===== config.mk =====
export PLATFORM = sky130hd
export DESIGN_NAME = cacheline_adapter
export DESIGN_NICKNAME = d
export VERILOG_FILES = /design/src/adapter_pkg.sv /design/src/burst_ctrl.sv /design/src/cacheline_adapter.sv /design/src/line_deserializer.sv /design/src/line_queue.sv /design/src/line_serializer.sv
export SDC_FILE = /design/constraint.sdc
export NUM_CORES = 1
export LEC_CHECK = 0
export BUFFER_PORTS_ARGS = -buffer_cell sky130_fd_sc_hd__buf_2
export CAP_MARGIN = 10
export CORE_AREA = 2 2 279 281
export DETAILED_ROUTE_END_ITERATION = 7
export DIE_AREA = 0 0 281 283
export HOLD_SLACK_MARGIN = 0.05
export SYNTH_ARGS = -nofsm -noshare
export SYNTH_HDL_FRONTEND = slang
export SYNTH_SLANG_ARGS = --single-unit

===== constraint.sdc =====
create_clock -name clk -period 10.1 [get_ports clk]
set_clock_uncertainty 0.05 [all_clocks]
set_input_delay 2.02 -clock clk [delete_from_list [all_inputs] [get_ports clk]]
set_output_delay 2.02 -clock clk [all_outputs]
set_load 0.02 [all_outputs]

===== src/adapter_pkg.sv =====
package adapter_pkg;

    // Memory beat and line geometry
    localparam int BEAT_BITS      = 64;
    localparam int BEATS_PER_LINE = 4;
    localparam int LINE_BITS      = BEAT_BITS * BEATS_PER_LINE;
    localparam int ADDR_BITS      = 32;

    // Byte step between beats and the line offset that gets cleared
    localparam int BEAT_BYTES  = BEAT_BITS / 8;
    localparam int OFFSET_BITS = $clog2(LINE_BITS / 8);

    // Beat 0 sits in the lowest 64 bits of a line
    typedef logic [LINE_BITS-1:0] line_t;
    typedef logic [BEAT_BITS-1:0] beat_t;

    // Byte address as seen by both the cache and memory
    typedef logic [ADDR_BITS-1:0] addr_t;

    // Counts beats within one burst
    typedef logic [$clog2(BEATS_PER_LINE)-1:0] beat_idx_t;

endpackage


===== src/burst_ctrl.sv =====
`timescale 1ns/1ps

module burst_ctrl import adapter_pkg::*; (
    input  logic  clk,
    input  logic  reset_i,
    input  addr_t dfp_addr_i,
    input  logic  dfp_read_i,
    input  logic  dfp_write_i,
    input  logic  bmem_ready_i,
    input  logic  q_empty_i,
    output addr_t bmem_addr_o,
    output logic  bmem_read_o,
    output logic  bmem_write_o,
    output logic  ser_load_o,
    output logic  ser_advance_o,
    output logic  beat_take_o,
    output logic  dfp_resp_o
);

    typedef enum logic [2:0] {
        ST_IDLE,
        ST_RD_REQ,
        ST_RD_COLLECT,
        ST_WR_BURST,
        ST_RESP
    } state_t;

    localparam beat_idx_t LAST_BEAT = beat_idx_t'(BEATS_PER_LINE - 1);

    state_t    state;
    state_t    state_next;
    beat_idx_t beat_cnt;
    addr_t     base_addr;
    logic      last_beat;

    assign last_beat = (beat_cnt == LAST_BEAT);

    // Strobes decoded from the current state
    assign bmem_read_o   = (state == ST_RD_REQ);
    assign bmem_write_o  = (state == ST_WR_BURST);
    assign dfp_resp_o    = (state == ST_RESP);
    assign beat_take_o   = (state == ST_RD_COLLECT) && !q_empty_i;
    assign ser_advance_o = (state == ST_WR_BURST) && bmem_ready_i;

    // Write line is captured on the edge that starts the burst
    assign ser_load_o = (state == ST_IDLE) && !dfp_read_i && dfp_write_i;

    // Beat address steps by eight bytes from the aligned base
    assign bmem_addr_o = base_addr + (addr_t'(beat_cnt) * addr_t'(BEAT_BYTES));

    always_comb begin
        state_next = state;
        case (state)
            ST_IDLE: begin
                // Read waits for memory to be ready before issuing
                if (dfp_read_i) begin
                    if (bmem_ready_i) begin
                        state_next = ST_RD_REQ;
                    end
                end else if (dfp_write_i) begin
                    state_next = ST_WR_BURST;
                end
            end
            ST_RD_REQ: begin
                state_next = ST_RD_COLLECT;
            end
            ST_RD_COLLECT: begin
                if (beat_take_o && last_beat) begin
                    state_next = ST_RESP;
                end
            end
            ST_WR_BURST: begin
                if (bmem_ready_i && last_beat) begin
                    state_next = ST_RESP;
                end
            end
            ST_RESP: begin
                state_next = ST_IDLE;
            end
            default: begin
                state_next = ST_IDLE;
            end
        endcase
    end

    always_ff @(posedge clk) begin
        if (reset_i) begin
            state <= ST_IDLE;
        end else begin
            state <= state_next;
        end
    end

    // Beat counter, cleared while idle
    always_ff @(posedge clk) begin
        if (reset_i) begin
            beat_cnt <= '0;
        end else if (state == ST_IDLE) begin
            beat_cnt <= '0;
        end else if (beat_take_o || ser_advance_o) begin
            beat_cnt <= beat_cnt + 1'b1;
        end
    end

    // Cache holds the address stable, so track it until the request starts
    always_ff @(posedge clk) begin
        if (state == ST_IDLE) begin
            base_addr <= {dfp_addr_i[ADDR_BITS-1:OFFSET_BITS], OFFSET_BITS'(0)};
        end
    end

endmodule


===== src/cacheline_adapter.sv =====
`timescale 1ns/1ps

module cacheline_adapter import adapter_pkg::*; #(
    parameter int QUEUE_DEPTH = 4
) (
    input  logic  clk,
    input  logic  reset_i,

    // Cache side
    input  addr_t dfp_addr_i,
    input  logic  dfp_read_i,
    input  logic  dfp_write_i,
    input  line_t dfp_wdata_i,
    output line_t dfp_rdata_o,
    output logic  dfp_resp_o,

    // Burst memory side
    output addr_t bmem_addr_o,
    output logic  bmem_read_o,
    output logic  bmem_write_o,
    output beat_t bmem_wdata_o,
    input  logic  bmem_ready_i,
    input  beat_t bmem_rdata_i,
    input  logic  bmem_rvalid_i
);

    beat_t q_data;
    logic  q_full;
    logic  q_empty;
    logic  beat_take;
    logic  ser_load;
    logic  ser_advance;

    burst_ctrl ctrl (
        .clk          (clk),
        .reset_i      (reset_i),
        .dfp_addr_i   (dfp_addr_i),
        .dfp_read_i   (dfp_read_i),
        .dfp_write_i  (dfp_write_i),
        .bmem_ready_i (bmem_ready_i),
        .q_empty_i    (q_empty),
        .bmem_addr_o  (bmem_addr_o),
        .bmem_read_o  (bmem_read_o),
        .bmem_write_o (bmem_write_o),
        .ser_load_o   (ser_load),
        .ser_advance_o(ser_advance),
        .beat_take_o  (beat_take),
        .dfp_resp_o   (dfp_resp_o)
    );

    // Returning read beats land here straight from memory
    line_queue #(
        .WIDTH(BEAT_BITS),
        .DEPTH(QUEUE_DEPTH)
    ) rd_queue (
        .clk    (clk),
        .reset_i(reset_i),
        .data_i (bmem_rdata_i),
        .push_i (bmem_rvalid_i),
        .pop_i  (beat_take),
        .data_o (q_data),
        .full_o (q_full),
        .empty_o(q_empty)
    );

    line_serializer wr_ser (
        .clk      (clk),
        .load_i   (ser_load),
        .advance_i(ser_advance),
        .line_i   (dfp_wdata_i),
        .beat_o   (bmem_wdata_o)
    );

    // Pop and take are the same strobe
    line_deserializer rd_deser (
        .clk    (clk),
        .reset_i(reset_i),
        .take_i (beat_take),
        .beat_i (q_data),
        .line_o (dfp_rdata_o)
    );

endmodule


===== src/line_deserializer.sv =====
`timescale 1ns/1ps

module line_deserializer import adapter_pkg::*; (
    input  logic  clk,
    input  logic  reset_i,
    input  logic  take_i,
    input  beat_t beat_i,
    output line_t line_o
);

    line_t line_q;

    // New beat enters at the top, so the first beat ends up lowest
    always_ff @(posedge clk) begin
        if (reset_i) begin
            line_q <= '0;
        end else if (take_i) begin
            line_q <= {beat_i, line_q[LINE_BITS-1:BEAT_BITS]};
        end
    end

    // Held until the next read starts shifting in
    assign line_o = line_q;

endmodule


===== src/line_queue.sv =====
`timescale 1ns/1ps

module line_queue #(
    parameter int WIDTH = 64,
    parameter int DEPTH = 4
) (
    input  logic             clk,
    input  logic             reset_i,
    input  logic [WIDTH-1:0] data_i,
    input  logic             push_i,
    input  logic             pop_i,
    output logic [WIDTH-1:0] data_o,
    output logic             full_o,
    output logic             empty_o
);

    localparam int PTR_BITS = (DEPTH > 1) ? $clog2(DEPTH) : 1;
    localparam int CNT_BITS = $clog2(DEPTH + 1);

    logic [WIDTH-1:0]    mem [DEPTH];
    logic [PTR_BITS-1:0] wr_ptr;
    logic [PTR_BITS-1:0] rd_ptr;
    logic [CNT_BITS-1:0] count;
    logic                push_ok;
    logic                pop_ok;

    assign empty_o = (count == '0);
    assign full_o  = (count == CNT_BITS'(DEPTH));

    // Push into a full queue is dropped
    assign pop_ok  = pop_i && !empty_o;
    assign push_ok = push_i && !full_o;

    // Oldest entry is always on the output
    assign data_o = mem[rd_ptr];

    always_ff @(posedge clk) begin
        if (push_ok) begin
            mem[wr_ptr] <= data_i;
        end
    end

    always_ff @(posedge clk) begin
        if (reset_i) begin
            wr_ptr <= '0;
            rd_ptr <= '0;
            count  <= '0;
        end else begin
            if (push_ok) begin
                // Wrap explicitly so depths that are not a power of two work
                if (wr_ptr == PTR_BITS'(DEPTH - 1)) begin
                    wr_ptr <= '0;
                end else begin
                    wr_ptr <= wr_ptr + 1'b1;
                end
            end
            if (pop_ok) begin
                if (rd_ptr == PTR_BITS'(DEPTH - 1)) begin
                    rd_ptr <= '0;
                end else begin
                    rd_ptr <= rd_ptr + 1'b1;
                end
            end
            // Push and pop together leave the count alone
            if (push_ok && !pop_ok) begin
                count <= count + 1'b1;
            end else if (pop_ok && !push_ok) begin
                count <= count - 1'b1;
            end
        end
    end

endmodule


===== src/line_serializer.sv =====
`timescale 1ns/1ps

module line_serializer import adapter_pkg::*; (
    input  logic  clk,
    input  logic  load_i,
    input  logic  advance_i,
    input  line_t line_i,
    output beat_t beat_o
);

    // Local copy of the write line, shifted down as beats go out
    line_t shift_q;

    always_ff @(posedge clk) begin
        if (load_i) begin
            shift_q <= line_i;
        end else if (advance_i) begin
            // Next beat moves into the low slice
            shift_q <= {BEAT_BITS'(0), shift_q[LINE_BITS-1:BEAT_BITS]};
        end
    end

    // Low slice is the beat on the bus
    assign beat_o = shift_q[BEAT_BITS-1:0];

endmodule


* Yosys cells after proc, flatten, opt, wreduce, memory -nomap -nowiden
Memories as Yosys holds them, arrays and structs flattened. A register that Yosys moved wholly into a read port is not among the register bits.
Index checks and enable logic that the tools add are counted.
** Storage, ports and cells
- Flip-flop bits (word level) :: 551
- Bits in latches :: 0
- Bits in writable memories :: 256
- Bits in read-only memories :: 0
- Logic and storage cells :: 63
- Memories :: 1
** Memory list
- rd_queue.mem :: words 4, width 64, read ports 1, clocked after Yosys merged registers in 1, write ports 1, RTL line line_queue.sv:20 : logic [WIDTH-1:0] mem [DEPTH];
** Operators by class
- Add/sub/neg operators :: 6
- Multiply operators :: 0
- Div/mod/pow operators :: 0
- Magnitude comparators :: 0
- Eq/ne operators :: 12
- Shifts and indexed selects :: 0
- Multiplexer cells :: 14
- Bitwise gates (word level) :: 0
- Reduce and logical (&&, ||, !) cells :: 22
** Operators by type and width (number)
- 256-bit two-way mux :: 2
- 32-bit by 5-bit adder with 32-bit output :: 1
- 3-bit two-way mux :: 7
- 3-bit case mux with 4 select lines :: 1
- 1-bit logical AND :: 10
- 2-bit by 1-bit adder with 2-bit output, second input constant :: 3
- 2-bit == test, second input constant :: 3
- 3-bit by 2-bit == test with 1-bit output, second input constant :: 2
- 3-bit == test, second input constant :: 2
- 3-bit zero test :: 2
- 3-bit != test, second input constant :: 2
- 1-bit zero test :: 5
- 2-bit two-way mux :: 2
- 4-bit AND reduction :: 1
- 2-bit nonzero test :: 2
- 3-bit by 1-bit adder with 3-bit output, second input constant :: 1
- 3-bit by 1-bit == test with 1-bit output, second input constant :: 1
- 3-bit by 1-bit subtractor with 3-bit output, second input constant :: 1
- 1-bit two-way mux :: 2
- 2-bit by 1-bit != test with 1-bit output, second input constant :: 1
- 2-bit != test, second input constant :: 1
- 2-bit OR reduction :: 1
- 1-bit logical OR :: 1

* Longest topological paths before layout
- Depth in word-level cells :: 7
- Mapped depth :: 11

* Cells and area by module
A second synthesis with hierarchy kept.
** Unflattened totals
- Cells, all modules :: 1882
- Area, all modules :: 31868.1 um2
** By module, submodules not included
- line_serializer :: instances 1, cells an instance 606, area an instance 11668.7 um2, sequential area each 7687.4 um2
- line_queue :: instances 1, cells an instance 384, area an instance 9733.1 um2, sequential area each 7867.5 um2
- line_deserializer :: instances 1, cells an instance 825, area an instance 9322.7 um2, sequential area each 5124.9 um2
- burst_ctrl :: instances 1, cells an instance 67, area an instance 1143.6 um2, sequential area each 910.9 um2

* Worst setup path before layout
OpenSTA, ideal clock, no wires.
- Path kind :: input to register
- Start point :: in dfp_write_i
- End point :: reg wr_ser.shift_q[0] (enable)
- Library setup time :: 0.664 ns
- Data arrival time :: 9.008 ns
- Required time :: 9.386 ns
- Setup slack :: 0.378 ns
- Cell stages on the path :: 6
- Buffers on the path :: 3
- Cell sequence :: nor2b_1 and2_0 clkbuf_1 buf_2 buf_4 nand2b_1
** Between the ends
- Word-level cells in the longest chain between the ends :: 2
** Ends and longest elaborated chain
- start, declared :: RTL line cacheline_adapter.sv:12 : input logic dfp_write_i,
- 1-bit logical AND :: RTL line burst_ctrl.sv:46 : assign ser_load_o = (state == ST_IDLE) && !dfp_read_i && dfp_write_i;
- 2-bit nonzero test (no line)
- end signal, assigned :: RTL line line_serializer.sv:16 : shift_q <= line_i;
- end signal, assigned :: RTL line line_serializer.sv:19 : shift_q <= {BEAT_BITS'(0), shift_q[LINE_BITS-1:BEAT_BITS]};
- end, declared :: RTL line line_serializer.sv:12 : line_t shift_q;
Every way passes these cells.
A chain may end at the register's enable or synchronous reset.

* Worst setup path after layout
- Start point :: in dfp_read_i
- End point :: reg wr_ser.shift_q[35] (enable)
** Between the ends
- Word-level cells in the longest chain between the ends :: 4
** Ends and longest elaborated chain
- start, declared :: RTL line cacheline_adapter.sv:11 : input logic dfp_read_i,
- 1-bit zero test :: RTL line burst_ctrl.sv:46
- 1-bit logical AND (2 in a row) :: RTL line burst_ctrl.sv:46
- 2-bit nonzero test (no line)
Every way passes these cells.

==> flow_metrics.tcl <==
set metrics [dict create \
    r2r_end "rd_deser.line_o[1]$_SDFFE_PP0P_" \
    port_buffers 704 \
    syn_area_um2 30500 \
    worst_skew_pair.late_latency_ns 0.64 \
    hp-class "reg -> reg" \
    placementRows 102 \
    dp_slack_ns 3.93 \
    power_density_nw_per_um2 245 \
    overflow 0 \
    start_util_pct 39.7 \
    slew_headroom_pct 19.9 \
    cts_max_level 3 \
    cp-end-kind "flop" \
    ys_ff_latch 807 \
    r2r_start "ctrl.state[1]$_SDFFE_PP0P_" \
    ys_types 40 \
    syn2layout_area_growth_pct 22.4 \
    netlist_instances 2170 \
    dp_hpwl_um 60500 \
    grt_max_degree 166 \
    rsz0062_at_grt "no" \
    die_y_um 283 \
    ioPinCount 713 \
    cp_top_family "buffers and inverters" \
    ctsResizeCount 0 \
    power.leakage_nw 14.0 \
    period_share_pct 54.2 \
    path_depth 7 \
    critPathRequiredTime_ns 10.31 \
    synth_top_cell_by_area "edfxtp_1" \
    hold-path-endpoint "rd_deser.line_o[8]$_SDFFE_PP0P_" \
    netlist.area_leader.share_pct 53.1 \
    finalHoldViolCount 0 \
    wl_um 88400 \
    cts_tree "yes" \
    path_cells "buf_2, nor2b_4, buf_4, and2_4, nand2b_4, buf_12, buf_4" \
    post-cts-setup-buffer-count 0 \
    grt_pass1_wl_um 127000 \
    cts_buffer_depth 3 \
    firstDrtPassIters 5 \
    cp_max_fo 165 \
    core-area_um2 76700 \
    grt_usage_pct 21.5 \
    antenna_found_initial 46 \
    crit_slowest_cell "buf_12" \
    ant_nets 0 \
    design.die.area_um2 79500 \
    die_w_um 281 \
    grt_pass1_vias 19400 \
    vias 19700 \
    gp_congestion 0.916 \
    hold_depth 2 \
    final_nets 3145 \
    r2r_cells 7 \
    wire_per_inst_um 22.6 \
    clkTransAtPathRegs_ns 0.06 \
    cts.sinks 807 \
    cts-buffers-inserted 87 \
    syn_area_per_cell_um2 14.0 \
    yosysSeqAreaShare_pct 70.7 \
    cp.arrival_ns 5.68 \
    hold_buffers 0 \
    async_reset_ff_share_pct 0 \
    irDropWorstVdd_v 0.000141 \
    max_freq_mhz 183 \
    drtIter0Drc 1578 \
    cp_slowest_stage_delay_ns 0.71 \
    dp_cells 3730 \
    layout_setup_ws_ns 4.63 \
    synth.area.top_cells "edfxtp_1 53%, dfxtp_1 18%, mux2_2 7.1%" \
    maxCapViolations 0 \
    ys.flop_type "edfxtp_1" \
    clock-root-buffer "clkbuf_16" \
    worst_pin_slew_ns 1.20 \
    finalSetupTns_ns 0 \
    drcViolationCount 0 \
    period_needed_ns 5.47 \
    setup_viol 0 \
    status "finished clean" \
    regToRegSetupSlack_ns 5.52 \
    worstHoldStart "rd_deser.line_o[8]$_SDFFE_PP0P_" \
    crit_buf_inv 4 \
    maxSlewViolCount 0 \
    fillers 6798 \
    fin_cells 3913 \
    path_class "in -> reg" \
    drive_above_1_share_pct 39.3 \
    ys_warn_count 0 \
    cpMostUsedCell "buf_4" \
    synth_edf_count 539 \
    via_per_inst 5.03 \
    critPathLaunchType "input port" \
]
-- registers in the layout, summed over array words and instances, names as in the netlist --
signal and count:
rd_deser.line_o 256, rd_queue.mem 256, wr_ser.shift_q 256, ctrl.base_addr 27, ctrl.state 3, rd_queue.count 3
ctrl.beat_cnt 2, rd_queue.rd_ptr 2, rd_queue.wr_ptr 2
-- cell type report --
class,count,area [um^2],area share (%)
clock inverters,38,552,1.48
repair buffers,723,3690,9.88
diodes,19,47.5,0.127
clock buffers,126,2430,6.52
flip-flops and latches,807,21600,57.8
well taps,1040,1300,3.49
multi-input cells,1155,7710,20.7
inverters,5,26.3,0.0704
-- synth_stat cells (2+ instances only) --
library cell / instances
o21ai_0: 2
or3_1: 2
mux2i_1: 4
buf_4: 110
nor3_1: 4
dfxtp_1: 268
buf_2: 39
inv_1: 4
clkbuf_1: 55
and2_1: 4
nor2_1: 8
and3_1: 64
mux2_2: 192
edfxtp_1: 539
mux4_2: 64
nor3b_1: 2
nand2_1: 517
xor2_1: 2
nor2b_1: 2
a21oi_1: 261
ha_1: 7
nor4b_1: 2
-- through the flow --
stage	instance area [um^2]	hold slack [ns]	power (mW)	util (%)
3_5_place_dp	34300	0.394	5.94	44.7
5_1_grt	37300	0.423	9.50	48.6
4_1_cts	37300	0.402	9.25	48.6
2_1_floorplan	30500	0.422	5.53	-
3_3_place_gp	34300	0.391	5.89	44.7
6_report	37300	0.402	9.14	48.7
-- worst register-to-register path, stage by stage, from the launching register on --
cell     delay (ns)
dfxtp_1        0.54
or3b_1         0.47
nor2_4         0.20
buf_4          0.83
buf_4          0.90
buf_4          0.88
nand2_1        0.44
a21oi_1        0.19
-- power breakdown --
group	internal (mW)	total [mW]	switching [mW]
clock	1.95	3.29	1.34
sequential	4.07	4.24	0.173
combinational	0.561	1.61	1.05
-- layer usage --
layer / vias to the layer above / wire, um / track usage [%]
met5: - / 171 / 0
met4: 26 / 2570 / 7.91
met3: 172 / 7930 / 6.65
met2: 762 / 43300 / 35.8
met1: 9743 / 34500 / 26.1
li1: 8977 / - / -
-- worst max path at each step --
stage                                             end        start  slack [ns]
finish                   wr_ser.shift_q[35]$_DFFE_PP_   dfp_read_i        4.63
CTS                     wr_ser.shift_q[100]$_DFFE_PP_   dfp_read_i        4.60
global placement        wr_ser.shift_q[127]$_DFFE_PP_   dfp_read_i        4.01
global route        wr_ser.shift_q[211]$_SDFFCE_PN0P_   dfp_read_i        4.44
detailed placement       wr_ser.shift_q[90]$_DFFE_PP_   dfp_read_i        3.93
floorplan                 wr_ser.shift_q[0]$_DFFE_PP_  dfp_write_i        0.38
-- cell families (layout without fill, tap and decap cells) --
family	count (synthesis)	count (layout)	synth area share [%]
DFF	807	807	70.7
other	1	22	0.0123
adders and majority gates	8	8	0.353
muxes	260	260	12.0
xor gates and xnor gates	3	3	0.0862
and+or+nand+nor	612	612	8.33
buffers and inverters	210	892	4.10
AOI/OAI and AO/OA	269	269	4.46
-- placed cells by master, fill, tap and decap left out, types with 3 or more instances in the layout --
cell type     n
buf_4        18
buf_2       703
dfxtp_1     266
bufinv_16    10
clkinvlp_4    3
clkbuf_1     28
clkinv_1      5
mux2i_1       4
clkbuf_8     11
clkbuf_16    87
and3_1       64
diode_2      19
nand2_1     517
nor2_1        8
and2_4        5
inv_6         3
ha_1          7
clkinv_2     10
inv_1         4
conb_1        3
mux4_2       64
nor3_1        4
mux2_2      192
edfxtp_1    539
a21oi_1     261
No activity file was read; power rests on OpenSTA's default activity.
